[config.mk]
export PLATFORM = sky130hd
export DESIGN_NAME = sms_memctl
export DESIGN_NICKNAME = d
export VERILOG_FILES = /design/src/common/sms_pkg.sv /design/src/logic/io_port_decode.sv /design/src/mapper/sega_mapper.sv /design/src/mapper/mem_decode.sv /design/src/logic/cpu_data_path.sv /design/src/logic/sms_memctl.sv
export SDC_FILE = /design/constraint.sdc
export NUM_CORES = 1
export LEC_CHECK = 0
export BUFFER_PORTS_ARGS = -buffer_cell sky130_fd_sc_hd__clkbuf_2
export CORE_AREA = 2 2 84 86
export DETAILED_ROUTE_END_ITERATION = 10
export DIE_AREA = 0 0 86 88
export HOLD_SLACK_MARGIN = 0.15
export PLACE_DENSITY = 0.9
export SLEW_MARGIN = 20
export SYNTH_ARGS = -nofsm -noshare
export SYNTH_HDL_FRONTEND = slang
export SYNTH_SLANG_ARGS = --single-unit
[constraint.sdc]
create_clock -name clk_sys -period 4.85 [get_ports clk_sys]
set_input_delay 0.2425 -clock clk_sys [delete_from_list [all_inputs] [get_ports clk_sys]]
set_output_delay 0.2425 -clock clk_sys [all_outputs]
set_load 0.1 [all_outputs]
[src/common/sms_pkg.sv]
`default_nettype none

package sms_pkg;

   localparam int ADDR_W    = 16;
   localparam int DATA_W    = 8;
   localparam int BANK_W    = 8;    // one 16 KB page per bank value
   localparam int ROM_A_W   = 22;   // 4 MB cartridge space
   localparam int RAM_A_W   = 13;   // 8 KB work RAM, mirrored
   localparam int NVRAM_A_W = 15;   // two 16 KB backup RAM pages

   // power-on paging, slot n maps page n
   localparam logic [BANK_W-1:0] BANK0_RST = 8'd0;
   localparam logic [BANK_W-1:0] BANK1_RST = 8'd1;
   localparam logic [BANK_W-1:0] BANK2_RST = 8'd2;

   // fffc control, fffd..ffff bank0..bank2
   localparam logic [ADDR_W-1:0] MAP_CTRL_ADDR = 16'hFFFC;

   // codemasters slot writes
   localparam logic [ADDR_W-1:0] CM_SLOT0_ADDR = 16'h0000;
   localparam logic [ADDR_W-1:0] CM_SLOT1_ADDR = 16'h4000;
   localparam logic [ADDR_W-1:0] CM_SLOT2_ADDR = 16'h8000;
   // korean mapper only pages slot 2
   localparam logic [ADDR_W-1:0] KR_SLOT2_ADDR = 16'hA000;

   typedef enum logic {
      IO_SRC_VDP,
      IO_SRC_IOCHIP
   } io_src_e;

   typedef enum logic {
      MAP_SEGA,
      MAP_CODIES     // first kilobyte follows bank0
   } map_mode_e;

endpackage

`default_nettype wire

[src/logic/io_port_decode.sv]
`timescale 1ns/1ps
`default_nettype none

module io_port_decode (
   input  wire                        clk_sys,
   input  wire                        RESET_n,
   input  wire [sms_pkg::ADDR_W-1:0]  a,
   input  wire                        iorq_n,
   input  wire                        m1_n,
   input  wire                        rd_n,
   input  wire                        wr_n,
   input  wire                        gg,
   output logic                       vdp_rd_n,
   output logic                       vdp_wr_n,
   output logic                       psg_wr_n,
   output logic                       io_rd_n,
   output logic                       io_wr_n,
   output logic                       ctl_wr_n,
   output sms_pkg::io_src_e           io_src
);

   logic io_cyc;
   logic gg_win;     // handheld ports 00..06
   logic io_chip;
   logic low_port;

   // m1 with iorq is an interrupt ack, not a port access
   assign io_cyc   = !iorq_n && m1_n;
   assign low_port = a[7:6] == 2'b00;
   assign gg_win   = gg && a[7:3] == 5'b00000 && a[2:0] != 3'b111;
   assign io_chip  = a[7:6] == 2'b11 || gg_win;

   assign vdp_rd_n = (io_cyc && (a[7:6] == 2'b01 || a[7:6] == 2'b10)) ? rd_n : 1'b1;
   assign vdp_wr_n = (io_cyc && a[7:6] == 2'b10) ? wr_n : 1'b1;
   assign psg_wr_n = (io_cyc && a[7:6] == 2'b01) ? wr_n : 1'b1;
   assign io_rd_n  = (io_cyc && io_chip) ? rd_n : 1'b1;

   // odd ports reach the io chip, even ports the memory control
   assign io_wr_n  = (io_cyc && low_port && (a[0] || (gg && a[5:3] == 3'b000))) ? wr_n : 1'b1;
   assign ctl_wr_n = (io_cyc && low_port && !a[0]) ? wr_n : 1'b1;

   assign io_src = io_chip ? sms_pkg::IO_SRC_IOCHIP : sms_pkg::IO_SRC_VDP;

   // memory control may share a cycle with the io chip, the peripherals never do
   a_one_periph_wr: assert property (@(posedge clk_sys) disable iff (!RESET_n)
      $onehot0({~vdp_wr_n, ~psg_wr_n, ~io_wr_n}));

endmodule

`default_nettype wire

[src/mapper/sega_mapper.sv]
`timescale 1ns/1ps
`default_nettype none

module sega_mapper (
   input  wire                          clk_sys,
   input  wire                          RESET_n,
   input  wire [sms_pkg::ADDR_W-1:0]    a,
   input  wire [sms_pkg::DATA_W-1:0]    d_wr,
   input  wire                          mreq_n,
   input  wire                          wr_n,
   input  wire                          mapper_lock,
   output logic [sms_pkg::ROM_A_W-1:0]  rom_a,
   output logic                         nvram_e,
   output logic                         nvram_ex,
   output logic                         nvram_p,
   output logic                         nvram_cme
);

   logic [sms_pkg::BANK_W-1:0] bank0;
   logic [sms_pkg::BANK_W-1:0] bank1;
   logic [sms_pkg::BANK_W-1:0] bank2;
   logic [sms_pkg::ADDR_W-1:0] last_read_addr;
   sms_pkg::map_mode_e         map_mode;
   logic                       codies_lock;   // one chance to enter codies mode
   logic                       slot_written;  // slot 1 or 2 seen, 0000 becomes a bank write

   logic mem_wr;
   logic mem_rd;
   logic ctrl_hit;
   logic cm_en;
   logic cm0_wr;
   logic cm1_wr;
   logic cm2_wr;
   logic kr_wr;

   assign mem_wr   = !mreq_n && !wr_n;
   assign mem_rd   = !mreq_n && wr_n;
   assign ctrl_hit = a[15:2] == sms_pkg::MAP_CTRL_ADDR[15:2];

   // cartridge-space writes only while backup RAM is not mapped there
   assign cm_en  = mem_wr && !nvram_e && !mapper_lock;
   assign cm0_wr = cm_en && slot_written && a == sms_pkg::CM_SLOT0_ADDR;

   // an LDIR copy reads then writes the same address, ignore those
   assign cm1_wr = cm_en && a == sms_pkg::CM_SLOT1_ADDR
                   && last_read_addr != sms_pkg::CM_SLOT1_ADDR;
   assign cm2_wr = cm_en && a == sms_pkg::CM_SLOT2_ADDR
                   && last_read_addr != sms_pkg::CM_SLOT2_ADDR;
   assign kr_wr  = cm_en && a == sms_pkg::KR_SLOT2_ADDR
                   && last_read_addr != sms_pkg::KR_SLOT2_ADDR
                   && map_mode != sms_pkg::MAP_CODIES;

   always_ff @(posedge clk_sys) begin
      if (!RESET_n) begin
         bank0          <= sms_pkg::BANK0_RST;
         bank1          <= sms_pkg::BANK1_RST;
         bank2          <= sms_pkg::BANK2_RST;
         nvram_e        <= 1'b0;
         nvram_ex       <= 1'b0;
         nvram_p        <= 1'b0;
         nvram_cme      <= 1'b0;
         map_mode       <= sms_pkg::MAP_SEGA;
         codies_lock    <= 1'b0;
         slot_written   <= 1'b0;
         last_read_addr <= '0;
      end else begin
         if (mem_rd)
            last_read_addr <= a;

         if (mem_wr && ctrl_hit) begin
            map_mode <= sms_pkg::MAP_SEGA;
            case (a[1:0])
               2'b00: begin
                  nvram_ex <= d_wr[4];   // backup RAM over work RAM
                  nvram_e  <= d_wr[3];   // backup RAM in slot 2
                  nvram_p  <= d_wr[2];
               end
               2'b01: bank0 <= d_wr;
               2'b10: bank1 <= d_wr;
               default: bank2 <= d_wr;
            endcase
         end

         if (cm0_wr) begin
            bank0 <= d_wr;
            // only a game that left slot 1 alone writes non-zero here
            if (d_wr != '0 && !codies_lock) begin
               codies_lock <= 1'b1;
               if (bank1 == sms_pkg::BANK1_RST)
                  map_mode <= sms_pkg::MAP_CODIES;
            end
         end

         if (cm1_wr) begin
            bank1        <= {1'b0, d_wr[6:0]};
            nvram_cme    <= d_wr[7];  // 8 KB RAM at a000
            slot_written <= 1'b1;
         end

         if (cm2_wr) begin
            bank2        <= d_wr;
            slot_written <= 1'b1;
         end

         if (kr_wr)
            bank2 <= d_wr;
      end
   end

   always_comb begin
      rom_a[13:0] = a[13:0];
      case (a[15:14])
         2'b00: begin
            if (a[13:10] == 4'b0000 && map_mode != sms_pkg::MAP_CODIES)
               rom_a[sms_pkg::ROM_A_W-1:14] = '0;   // vectors stay put
            else
               rom_a[sms_pkg::ROM_A_W-1:14] = bank0;
         end
         2'b01:   rom_a[sms_pkg::ROM_A_W-1:14] = bank1;
         default: rom_a[sms_pkg::ROM_A_W-1:14] = bank2;
      endcase
   end

   // bit 7 of bank1 stays clear from a slot 1 write until the next fffe write
   a_cm_bank1_msb: assert property (@(posedge clk_sys) disable iff (!RESET_n)
      (cm1_wr || !bank1[7]) && !(mem_wr && ctrl_hit && a[1:0] == 2'b10) |=> !bank1[7]);

endmodule

`default_nettype wire

[src/mapper/mem_decode.sv]
`timescale 1ns/1ps
`default_nettype none

module mem_decode (
   input  wire [sms_pkg::ADDR_W-1:0]     a,
   input  wire [sms_pkg::DATA_W-1:0]     d_wr,
   input  wire                           mreq_n,
   input  wire                           rd_n,
   input  wire                           wr_n,
   input  wire                           nvram_e,
   input  wire                           nvram_ex,
   input  wire                           nvram_p,
   input  wire                           nvram_cme,
   output logic [sms_pkg::RAM_A_W-1:0]   ram_a,
   output logic [sms_pkg::DATA_W-1:0]    ram_d,
   output logic                          ram_we,
   output logic [sms_pkg::NVRAM_A_W-1:0] nvram_a,
   output logic [sms_pkg::DATA_W-1:0]    nvram_d,
   output logic                          nvram_we,
   output logic                          rom_rd
);

   logic mem_wr;
   logic hi_slot;     // c000..ffff
   logic nv_hit;

   assign mem_wr  = !mreq_n && !wr_n;
   assign hi_slot = a[15:14] == 2'b11;

   assign nv_hit = (a[15:14] == 2'b10 && nvram_e)
                 || (hi_slot && nvram_ex)
                 || (a[15:13] == 3'b101 && nvram_cme);

   assign ram_we   = mem_wr && hi_slot;
   assign nvram_we = mem_wr && nv_hit;
   assign rom_rd   = !mreq_n && !rd_n && !hi_slot;

   assign ram_a   = a[sms_pkg::RAM_A_W-1:0];   // 8 KB mirrored over c000..ffff
   assign ram_d   = d_wr;
   assign nvram_a = {nvram_p & ~a[14], a[13:0]};  // c000 always sees page 0
   assign nvram_d = d_wr;

   // sampled at the close of each memory cycle
   a_rom_ram_excl: assert property (@(posedge mreq_n) !(rom_rd && ram_we));

endmodule

`default_nettype wire

[src/logic/cpu_data_path.sv]
`timescale 1ns/1ps
`default_nettype none

module cpu_data_path (
   input  wire                         clk_sys,
   input  wire                         RESET_n,
   input  wire [sms_pkg::ADDR_W-1:0]   a,
   input  wire                         iorq_n,
   input  wire                         wr_n,
   input  wire                         bios_en,
   input  wire                         gg,
   input  wire                         ctl_wr_n,
   input  wire sms_pkg::io_src_e       io_src,
   input  wire                         nvram_e,
   input  wire                         nvram_ex,
   input  wire                         nvram_cme,
   input  wire [sms_pkg::DATA_W-1:0]   vdp_q,
   input  wire [sms_pkg::DATA_W-1:0]   io_q,
   input  wire [sms_pkg::DATA_W-1:0]   ram_q,
   input  wire [sms_pkg::DATA_W-1:0]   nvram_q,
   input  wire [sms_pkg::DATA_W-1:0]   rom_q,
   input  wire [sms_pkg::DATA_W-1:0]   boot_q,
   output logic [sms_pkg::DATA_W-1:0]  d_rd
);

   logic boot_on;   // boot ROM mapped at 0000..3fff

   // any write to the memory control port hands over to the cartridge
   always_ff @(posedge clk_sys) begin
      if (!RESET_n)
         boot_on <= bios_en;
      else if (!ctl_wr_n)
         boot_on <= 1'b0;
   end

   always_comb begin
      if (!iorq_n) begin
         if (io_src == sms_pkg::IO_SRC_IOCHIP)
            d_rd = {boot_on ? gg : io_q[7], io_q[6:0]};  // boot code reads console type
         else
            d_rd = vdp_q;
      end else if (a[15:14] == 2'b11) begin
         d_rd = nvram_ex ? nvram_q : ram_q;
      end else if (a[15:13] == 3'b101 && nvram_cme) begin
         d_rd = nvram_q;
      end else if (a[15:14] == 2'b10 && nvram_e) begin
         d_rd = nvram_q;
      end else if (a[15:14] == 2'b00 && boot_on) begin
         d_rd = boot_q;
      end else begin
         d_rd = rom_q;
      end
   end

   // the decoder only raises ctl_wr_n on an io write cycle
   a_ctl_is_io_wr: assert property (@(posedge clk_sys) disable iff (!RESET_n)
      !ctl_wr_n |-> !iorq_n && !wr_n);

endmodule

`default_nettype wire

[src/logic/sms_memctl.sv]
`timescale 1ns/1ps
`default_nettype none

module sms_memctl (
   input  wire                           clk_sys,
   input  wire                           RESET_n,
   input  wire [sms_pkg::ADDR_W-1:0]     a,
   input  wire [sms_pkg::DATA_W-1:0]     d_wr,
   input  wire                           mreq_n,
   input  wire                           iorq_n,
   input  wire                           m1_n,
   input  wire                           rd_n,
   input  wire                           wr_n,
   input  wire                           gg,
   input  wire                           bios_en,
   input  wire                           mapper_lock,
   input  wire [sms_pkg::DATA_W-1:0]     vdp_q,
   input  wire [sms_pkg::DATA_W-1:0]     io_q,
   input  wire [sms_pkg::DATA_W-1:0]     ram_q,
   input  wire [sms_pkg::DATA_W-1:0]     nvram_q,
   input  wire [sms_pkg::DATA_W-1:0]     rom_q,
   input  wire [sms_pkg::DATA_W-1:0]     boot_q,
   output logic [sms_pkg::DATA_W-1:0]    d_rd,
   output logic [sms_pkg::ROM_A_W-1:0]   rom_a,
   output logic                          rom_rd,
   output logic [sms_pkg::RAM_A_W-1:0]   ram_a,
   output logic [sms_pkg::DATA_W-1:0]    ram_d,
   output logic                          ram_we,
   output logic [sms_pkg::NVRAM_A_W-1:0] nvram_a,
   output logic [sms_pkg::DATA_W-1:0]    nvram_d,
   output logic                          nvram_we,
   output logic                          vdp_rd_n,
   output logic                          vdp_wr_n,
   output logic                          psg_wr_n,
   output logic                          io_rd_n,
   output logic                          io_wr_n
);

   logic             ctl_wr_n;
   sms_pkg::io_src_e io_src;
   logic             nvram_e;
   logic             nvram_ex;
   logic             nvram_p;
   logic             nvram_cme;

   io_port_decode io_port_decode_inst (
      .clk_sys(clk_sys), .RESET_n(RESET_n), .a(a), .iorq_n(iorq_n),
      .m1_n(m1_n), .rd_n(rd_n), .wr_n(wr_n), .gg(gg),
      .vdp_rd_n(vdp_rd_n), .vdp_wr_n(vdp_wr_n), .psg_wr_n(psg_wr_n),
      .io_rd_n(io_rd_n), .io_wr_n(io_wr_n), .ctl_wr_n(ctl_wr_n), .io_src(io_src)
   );

   sega_mapper sega_mapper_inst (
      .clk_sys(clk_sys), .RESET_n(RESET_n), .a(a), .d_wr(d_wr),
      .mreq_n(mreq_n), .wr_n(wr_n), .mapper_lock(mapper_lock), .rom_a(rom_a),
      .nvram_e(nvram_e), .nvram_ex(nvram_ex), .nvram_p(nvram_p), .nvram_cme(nvram_cme)
   );

   mem_decode mem_decode_inst (
      .a(a), .d_wr(d_wr), .mreq_n(mreq_n), .rd_n(rd_n), .wr_n(wr_n),
      .nvram_e(nvram_e), .nvram_ex(nvram_ex), .nvram_p(nvram_p), .nvram_cme(nvram_cme),
      .ram_a(ram_a), .ram_d(ram_d), .ram_we(ram_we), .nvram_a(nvram_a),
      .nvram_d(nvram_d), .nvram_we(nvram_we), .rom_rd(rom_rd)
   );

   cpu_data_path cpu_data_path_inst (
      .clk_sys(clk_sys), .RESET_n(RESET_n), .a(a), .iorq_n(iorq_n), .wr_n(wr_n),
      .bios_en(bios_en), .gg(gg), .ctl_wr_n(ctl_wr_n), .io_src(io_src),
      .nvram_e(nvram_e), .nvram_ex(nvram_ex), .nvram_cme(nvram_cme),
      .vdp_q(vdp_q), .io_q(io_q), .ram_q(ram_q), .nvram_q(nvram_q),
      .rom_q(rom_q), .boot_q(boot_q), .d_rd(d_rd)
   );

endmodule

`default_nettype wire

==> flow_summary.ini, run 1 <==
[outcome]
outcome = finished, final reports clean

[synth]
synth_area_leader_cell = dfxtp_1
yosys_warnings = 0
yosysUniqueCellTypes = 47
yosys.area.top_type_share_pct = 28.80
synth_edf_count = 1
synthCells = 406
syn_area_per_cell_um2 = 8.047
synthArstFlopShare_pct = 0
synth_nets = 492
synthTopCellsByArea = dfxtp_1, buf_4, mux2i_1, a21oi_1, nand2_1
seq_area_frac_synth_pct = 29.72
synth_seq_cells = 48
synth_area_um2 = 3267
synth_ff_type = dfxtp_1

[worst_setup_path]
cp-end-kind = primary output
reg2reg_slack_ps = 2570
crit_chain = nor3b_1, buf_4, mux2i_1, nor2_1, a221oi_1, a21oi_1, clkbuf_2
cp-start-kind = register
cp_data_required_time_ps = 4610
max_stage_delay_ps = 390
cp.arrival_ps = 2240
crit_start = cpu_data_path_inst.boot_on
r2r-end = sega_mapper_inst.bank2[4]
path_max_fanout = 8
crit_type = reg -> out
cp_slowest_cell = edfxtp_1
worstReg2RegStart = sega_mapper_inst.last_read_addr[7]
r2r_cells = 5

[place]
gp_congestion = 0.9040
port_buffers = 163
dpl.cell_count = 570
place_hpwl_mm = 7.506

[detailed_routing]
detail-route-antenna-nets = 0
drt_iter0_drc = 251
via_per_inst = 5.796
drc = 0
routed_wl_mm = 9.818
first_pass_iters = 5
vias = 3356
wire_per_inst_um = 16.96

[floorplanning]
start_util_pct = 49.17
dieArea_um2 = 7568
die_h_um = 88
rows = 30
fp.coreArea_um2 = 6644
pin_count = 164
die_w_um = 86

[power_and_ir_drop]
cellPowerDensity_nw_per_um2 = 300.7
cellLeakagePower_nw = 1.784
peakVddDrop_uv = 120.5

[sta]
fmax_ghz = 0.4026
fin_skew_ps = 7.800
setup-tns-final_ps = 0
min_period_over_period_pct = 51.22
report.final.slew_viol_count = 0
hold_viol = 0
maxSlewHeadroom_pct = 42.46
min_period_ps = 2484
worstMarginPinSlew_ps = 862.2
grt_setup_unrepaired = no
final-setup-viol-count = 0

[clock_tree]
cts.sinks = 48
clkSlewWorstSetupHoldPaths_ps = 90
hold_buffers = 0
worst_skew_pair.late_latency_ps = 310
ctsResizeCount = 0
h-tree-depth = 2
cts_tree = built
cts_buffer_depth = 2
clockRootBuffer = clkbuf_8
postCtsSetupRepairBufs = 0
cts_buffers = 5

[global_routing]
grt_first_pass_wirelength_mm = 14.31
track_usage_pct = 23.93
grt_pass1_vias = 2952
grt_max_degree = 46
grt-ovfl-total = 0
antenna_found_initial = 0

[finish]
final_cell_mix = clkbuf_2, dfxtp_1, nand2_1, a21oi_1, nor2_1
nets = 584
instances_no_fill = 579
layout.cells.most_common = clkbuf_2
area_delta_synth_final_pct = 16.09
drive_gt1_share_pct = 37.27
diodes = 0

[run]
drv_cap = 0

[worst_hold_path]
hold_path_startpoint = RESET_n
holdPathStages = 2
hold_class = in -> reg
worstHoldEndpoint = sega_mapper_inst.bank2[1]
[layout make-up]
cell class | instances | area (um2)
clock buffer | 5 | 68.82
timing repair buffer | 166 | 838.3
sequential | 48 | 970.9
multi-input combinational | 263 | 1717
clock inverter | 3 | 45.04
inverter | 14 | 52.55
tap | 80 | 100.1
fill | 591 | 2851
[per-layer routing]
metal | track usage (%) | up-vias | share of wire, %
li1 | - | 1594 | -
met1 | 27.52 | 1573 | 38
met2 | 45.45 | 172 | 52
met3 | 3.205 | 17 | 7.5
met4 | 7.937 | 0 | 1.8
met5 | 0 | - | 0
[through the flow]
stage	instance area [um2]	total power, mW	setup WS [ps]	hold WS, ps	util (%)
final	3792	1.140	2366	175.0	57.08
after detailed placement	3666	0.8440	2347	444.7	55.18
after CTS	3780	1.140	2286	177.8	56.89
after floorplan	3267	0.7810	1152	314.3	-
after global placement	3666	0.8393	2399	438.8	55.18
after global routing	3792	1.173	2208	190.9	57.08
[cells in the mapped netlist, drive strengths merged, types with 2 or more instances]
master / number
a211oi: 9
a21oi: 40
a221oi: 7
a222oi: 8
and2: 2
and3: 3
buf: 66
clkbuf: 15
dfxtp: 47
ha: 4
inv: 14
mux2i: 21
nand2: 40
nand2b: 6
nand3: 11
nand3b: 2
nand4: 14
nor2: 29
nor2b: 13
nor3: 6
nor3b: 3
nor4: 9
o2111a: 3
o2111ai: 3
o21ai: 10
o31ai: 8
or4: 2
[where the power goes]
part | internal, mW | total [mW] | switching (mW)
clock | 0.156 | 0.303 | 0.147
combinational | 0.0759 | 0.431 | 0.355
sequential | 0.402 | 0.407 | 0.00449
[cells by family (layout without fill, tap and decap cells)]
family / after synthesis / count (layout) / share of synthesized area, %
adders and majority gates: 4 / 4 / 1.532
and+or+nand+nor: 144 / 144 / 24.59
muxes: 21 / 21 / 6.434
AOI/OAI and AO/OA: 94 / 94 / 19.84
buffers and inverters: 95 / 188 / 17.89
DFF: 48 / 48 / 29.72
[state kept, by name (all words and copies together) (netlist names)]
name and flops:
sega_mapper_inst.last_read_addr 16, sega_mapper_inst.bank0 8, sega_mapper_inst.bank1 8, sega_mapper_inst.bank2 8, cpu_data_path_inst.boot_on 1, sega_mapper_inst.codies_lock 1
sega_mapper_inst.map_mode 1, sega_mapper_inst.nvram_cme 1, sega_mapper_inst.nvram_e 1, sega_mapper_inst.nvram_ex 1, sega_mapper_inst.nvram_p 1, sega_mapper_inst.slot_written 1
[worst max path at each step]
| stage | cells after the start | slack [ps] | end |
|---|---|---|---|
| after floorplan | 6 | 1150 | d_rd[7] |
| after global placement | 5 | 2400 | rom_a[20] |
| after detailed placement | 5 | 2350 | rom_a[18] |
| after CTS | 5 | 2290 | rom_a[20] |
| after global routing | 7 | 2210 | d_rd[4] |
| final | 7 | 2370 | d_rd[0] |
[worst max-delay path, delay by kind of cell, from the launching register on]
| kind | cells | cell delay, ps |
|---|---|---|
| flops | 1 | 390 |
| simple gates | 2 | 250 |
| compound gates | 2 | 480 |
| buf+inv | 2 | 600 |
| mux | 1 | 210 |
No activity file was read; power rests on OpenSTA's default activity.
==> inputs of run 2 (changes only) <==
CORE_AREA = 2 2 88 90   (was 2 2 84 86)
DIE_AREA = 0 0 90 92   (was 0 0 86 88)
PLACE_DENSITY = 0.84   (was 0.9)
clock period = 2.4 ns   (was 4.85 ns; I/O delays follow)
==> run 2 against run 1 <==
  * Clock skew grew 1.9 ps
  * Critical path depth shrank 2
  * Sequential share of layout area shrank 2.7 points
  * Core utilization is essentially flat
  * Design area grew 12%
  * Critical path type is now reg -> reg
  * Wire length grew 2.4%
  * Die area grew 9.4%
  * Via count grew 4.2%
  * Worst hold slack lost 12 ps
  * Cell count grew 6.9%
  * Flip-flop and latch count is the same
  * Setup slack lost 2200 ps
==> flow_summary.ini, run 2 (synthesis results as in run 1) <==
[global_routing]
antenna_found_initial = 0
grt_first_pass_wirelength_mm = 16.20
grt-ovfl-total = 0
track_usage_pct = 24.03
grt_pass1_vias = 3374
grt_max_degree = 46

[sta]
final-setup-viol-count = 0
worstMarginPinSlew_ps = 780.4
min_period_ps = 2210
grt_setup_unrepaired = no
hold_viol = 0
maxSlewHeadroom_pct = 47.90
setup_slack_ps = 189.6
fmax_ghz = 0.4524
setup-tns-final_ps = 0
report.final.slew_viol_count = 0
min_period_over_period_pct = 92.10
fin_skew_ps = 9.654

[worst_setup_path]
path_max_fanout = 8
cp-end-kind = register
reg2reg_slack_ps = 190
r2r-end = sega_mapper_inst.bank1[2]
cp-start-kind = register
worstReg2RegStart = sega_mapper_inst.last_read_addr[8]
cp.arrival_ps = 2440
crit_type = reg -> reg
cp_data_required_time_ps = 2630
r2r_cells = 5

[detailed_routing]
drc = 0
detail-route-antenna-nets = 0
wire_per_inst_um = 16.24
vias = 3496
first_pass_iters = 5
drt_iter0_drc = 384
via_per_inst = 5.648
routed_wl_mm = 10.05

[clock_tree]
clockRootBuffer = clkbuf_8
cts.sinks = 48
worst_skew_pair.late_latency_ps = 310
cts_buffer_depth = 2
clkSlewWorstSetupHoldPaths_ps = 90
h-tree-depth = 2
cts_tree = built
cts_buffers = 5
postCtsSetupRepairBufs = 0

[outcome]
outcome = finished, final reports clean

[finish]
diodes = 0
finalInstanceArea_um2 = 4248
largest_reg_flops = 16
layout.cells.most_common = clkbuf_2
drive_gt1_share_pct = 37.72
top_register = sega_mapper_inst.last_read_addr
final_core_util_pct = 57.04
nets = 602
final_cell_mix = clkbuf_2, dfxtp_1, nand2_1
instances_no_fill = 619
area_delta_synth_final_pct = 30.03

[floorplanning]
die_h_um = 92
pin_count = 164
start_util_pct = 43.87
rows = 32
die_w_um = 90
dieArea_um2 = 8280
fp.coreArea_um2 = 7447

[run]
drv_cap = 0

[place]
port_buffers = 163
dp_slack_ps = 233.8
placed_area_um2 = 4009
place_hpwl_mm = 7.685
gp_congestion = 0.8819
dpl.cell_count = 598

[worst_hold_path]
holdPathStages = 3
hold_class = in -> reg
hold_path_startpoint = a[12]
worstHoldEndpoint = sega_mapper_inst.last_read_addr[12]

[power_and_ir_drop]
cellPowerDensity_nw_per_um2 = 541.3
cellLeakagePower_nw = 1.943
peakVddDrop_uv = 360.5
[run 2: final cells by class]
type / count / area [um2]
clock buffers: 6 / 82.58
clock inverters: 2 / 13.76
fillers: 675 / 3199
inverters: 14 / 52.55
multi-input cells: 263 / 1739
flip-flops and latches: 48 / 970.9
well taps: 102 / 127.6
repair buffers: 184 / 1261
[run 2: power breakdown]
part	switching, mW	internal (mW)
sequential	0.00943	0.812
clock	0.280	0.236
combinational	0.735	0.227
total	1.02	1.28
[run 2: critical path, stage by stage, from the launching register on]
cell	delay, ps
dfxtp_1	330
nor4_1	490
nand4_1	280
o2111ai_1	700
nand3_1	180
a21oi_1	160
[run 2: worst max-delay path by stage]
stage / start / to / slack (ps) / depth (start not counted)
after floorplan: a[0] / d_rd[0] / -430 / 6
after global placement: a[6] / d_rd[4] / 230 / 6
after detailed placement: a[6] / sega_mapper_inst.bank2[3] / 230 / 8
after CTS: cpu_data_path_inst.boot_on / d_rd[1] / 20 / 7
after global routing: cpu_data_path_inst.boot_on / d_rd[6] / 9 / 7
final: sega_mapper_inst.last_read_addr[8] / sega_mapper_inst.bank1[2] / 190 / 5
[run 2: stage by stage]
step                hold slack [ps]  total power, mW
detailed placement            393.2            1.781
global route                  174.4            2.371
global placement              393.0            1.769
finish                        162.7            2.300
floorplan                     191.8            1.580
CTS                           155.1            2.300
[run 2: what timing repair did]
action                                  CTS  global route
hold buffers                             13             0
endpoints found under the setup margin    0             2
resized for setup                         0             2
endpoints found under the hold margin    18             0
[run 2: routing by layer]
metal / up-vias / GRT usage [%] / wire, um
met5: - / 0 / 0
met4: 0 / 10.13 / 298
met3: 39 / 5.341 / 876
met2: 218 / 43.17 / 5196
met1: 1611 / 27.49 / 3679
li1: 1628 / - / -
==> inputs of run 3 (changes only) <==
CELL_PAD_IN_SITES_DETAIL_PLACEMENT = 1   (was default)
CELL_PAD_IN_SITES_GLOBAL_PLACEMENT = 2   (was default)
CORE_AREA = 2 2 118 120   (was 2 2 88 90)
DIE_AREA = 0 0 120 122   (was 0 0 90 92)
PLACE_DENSITY = 0.85   (was 0.84)
==> run 3 against run 2 <==
  * Core utilization is 25 points lower
  * Non-clock buffer count down 7
  * Total power up 6.9%
  * Sequential share of layout area decreased by 0.34 points
  * Flip-flop and latch count stayed put
  * Cell count increased by 11%
  * Sequential power about the same
  * Setup slack worse by 47 ps
  * Die area increased by 77%
  * Worst hold slack got worse by 6.3 ps
  * First-iteration DRC count down 57%
==> flow_summary.ini, run 3 (synthesis results as in run 1) <==
[outcome]
outcome = finished, final reports clean

[power_and_ir_drop]
power_mw = 2.459
internal_power_mw = 1.411
power_frac_comb_pct = 39.1
swShare_pct = 42.62
net-switching-power_mw = 1.048
pwr-share-clk_pct = 27.4
cellPowerDensity_nw_per_um2 = 570.2
cellLeakagePower_nw = 1.928
seqPwrFrac_pct = 33.4
peakVddDrop_uv = 270.0

[worst_setup_path]
cp_slowest_cell = edfxtp_1
cp-start-kind = register
max_stage_delay_ps = 390
critPathBufInv = 2
path_max_fanout = 8
cp.arrival_ps = 2140
crit_type = reg -> out
cp-end-kind = primary output
crit_chain = nor3b_1, buf_4, mux2i_1, nor2_1, a221oi_1, a21oi_1, buf_12
cpLargestDelayFamily = compound AO/OA/AOI/OAI gates
cp_data_required_time_ps = 2280

[detailed_routing]
wire_per_inst_um = 16.99
vias = 3357
detail-route-antenna-nets = 0
drc = 0
routed_wl_mm = 11.70
via_per_inst = 4.872
drt_iter0_drc = 164
first_pass_iters = 4

[sta]
maxSlewHeadroom_pct = 44.80
setup_slack_ps = 142.3
min_period_ps = 2258
hold_viol = 0
worstMarginPinSlew_ps = 826.8
report.final.slew_viol_count = 0
min_period_over_period_pct = 94.07
final-setup-viol-count = 0
grt_setup_unrepaired = no
fmax_ghz = 0.4429
fin_skew_ps = 7.930

[clock_tree]
cts.sinks = 48
worst_skew_pair.late_latency_ps = 290
cts_buffer_depth = 2
clkSlewWorstSetupHoldPaths_ps = 60
cts_buffers = 5
cts_tree = built
clockRootBuffer = clkbuf_16
h-tree-depth = 2
postCtsSetupRepairBufs = 0

[finish]
largest_reg_flops = 16
nets = 595
instances_no_fill = 689
top_register = sega_mapper_inst.last_read_addr
drive_gt1_share_pct = 38.31
final_cell_mix = clkbuf_2, dfxtp_1, nand2_1
layout.cells.most_common = clkbuf_2
nFillCells = 1635
area_delta_synth_final_pct = 32.02
diodes = 0
final_core_util_pct = 31.94

[run]
drv_cap = 0

[global_routing]
grt_first_pass_wirelength_mm = 18.72
track_usage_pct = 16.04
antenna_found_initial = 0
grt_max_degree = 46
grt_pass1_vias = 3543
grt-ovfl-total = 0

[floorplanning]
pin_count = 164
die_h_um = 122
fp.coreArea_um2 = 13500
rows = 43
dieArea_um2 = 14640
start_util_pct = 24.19
die_w_um = 120

[place]
dp_slack_ps = 168.3
dpl.cell_count = 677
place_hpwl_mm = 9.222
port_buffers = 163
gp_congestion = 0.8348

[worst_hold_path]
hold_class = in -> reg
## run 3: layer usage
layer / part of all wire [%] / global-route usage [%] / vias up
li1: - / - / 1614
met1: 42 / 18.84 / 1608
met2: 51 / 29.05 / 124
met3: 6.1 / 3.699 / 11
met4: 1.4 / 4.632 / 0
met5: 0 / 0 / -
## run 3: final cells by class
type                       instances  area, um2  share of cell area, %
clock buffer                       5      125.1                  2.901
tap                              180      225.2                  5.222
multi-input combinational        263       1738                  40.30
sequential                        48      970.9                  22.51
clock inverter                     2      12.51                 0.2901
timing repair buffer             177       1189                  27.56
inverter                          14      52.55                  1.218
## run 3: through the flow
step           setup TNS, ps  hold WS (ps)  area, um2
3_3_place_gp               0         411.7       4108
3_5_place_dp               0         421.6       4108
4_1_cts                    0         156.7       4295
5_1_grt                    0         187.7       4313
2_1_floorplan          -2879         191.8       3276
6_report                   0         156.4       4313
## run 3: final timing paths
kind / cells past startpoint / end / from / slack, ps
setup reg to reg: 5 / sega_mapper_inst.bank2[3] / sega_mapper_inst.last_read_addr[7] / 220
hold reg to reg: 2 / sega_mapper_inst.codies_lock / sega_mapper_inst.codies_lock / 460
setup / recovery: 7 / d_rd[5] / cpu_data_path_inst.boot_on / 140
hold / removal: 3 / sega_mapper_inst.last_read_addr[9] / a[9] / 160
## run 3: repair_timing
item,4_1_cts,5_1_grt
hold buffers,5,0
hold endpoints to repair,6,0
endpoints found under the setup margin,0,24
gates resized for setup,0,3
## run 3: power by group through the flow
stage / clock (mW) / sequential (mW) / combinational, mW
floorplan: 0 / 0.837 / 0.743
global placement: 0 / 0.839 / 0.949
detailed placement: 0 / 0.840 / 0.958
CTS: 0.689 / 0.822 / 0.966
global route: 0.723 / 0.823 / 1.01
finish: 0.674 / 0.822 / 0.962
## run 3: worst reg2reg max path, cell delays in order, from the launching register on
cell	delay, ps
dfxtp_1	310
nor4_1	500
nand4_1	290
o2111ai_1	660
nand4_1	170
a21oi_1	170
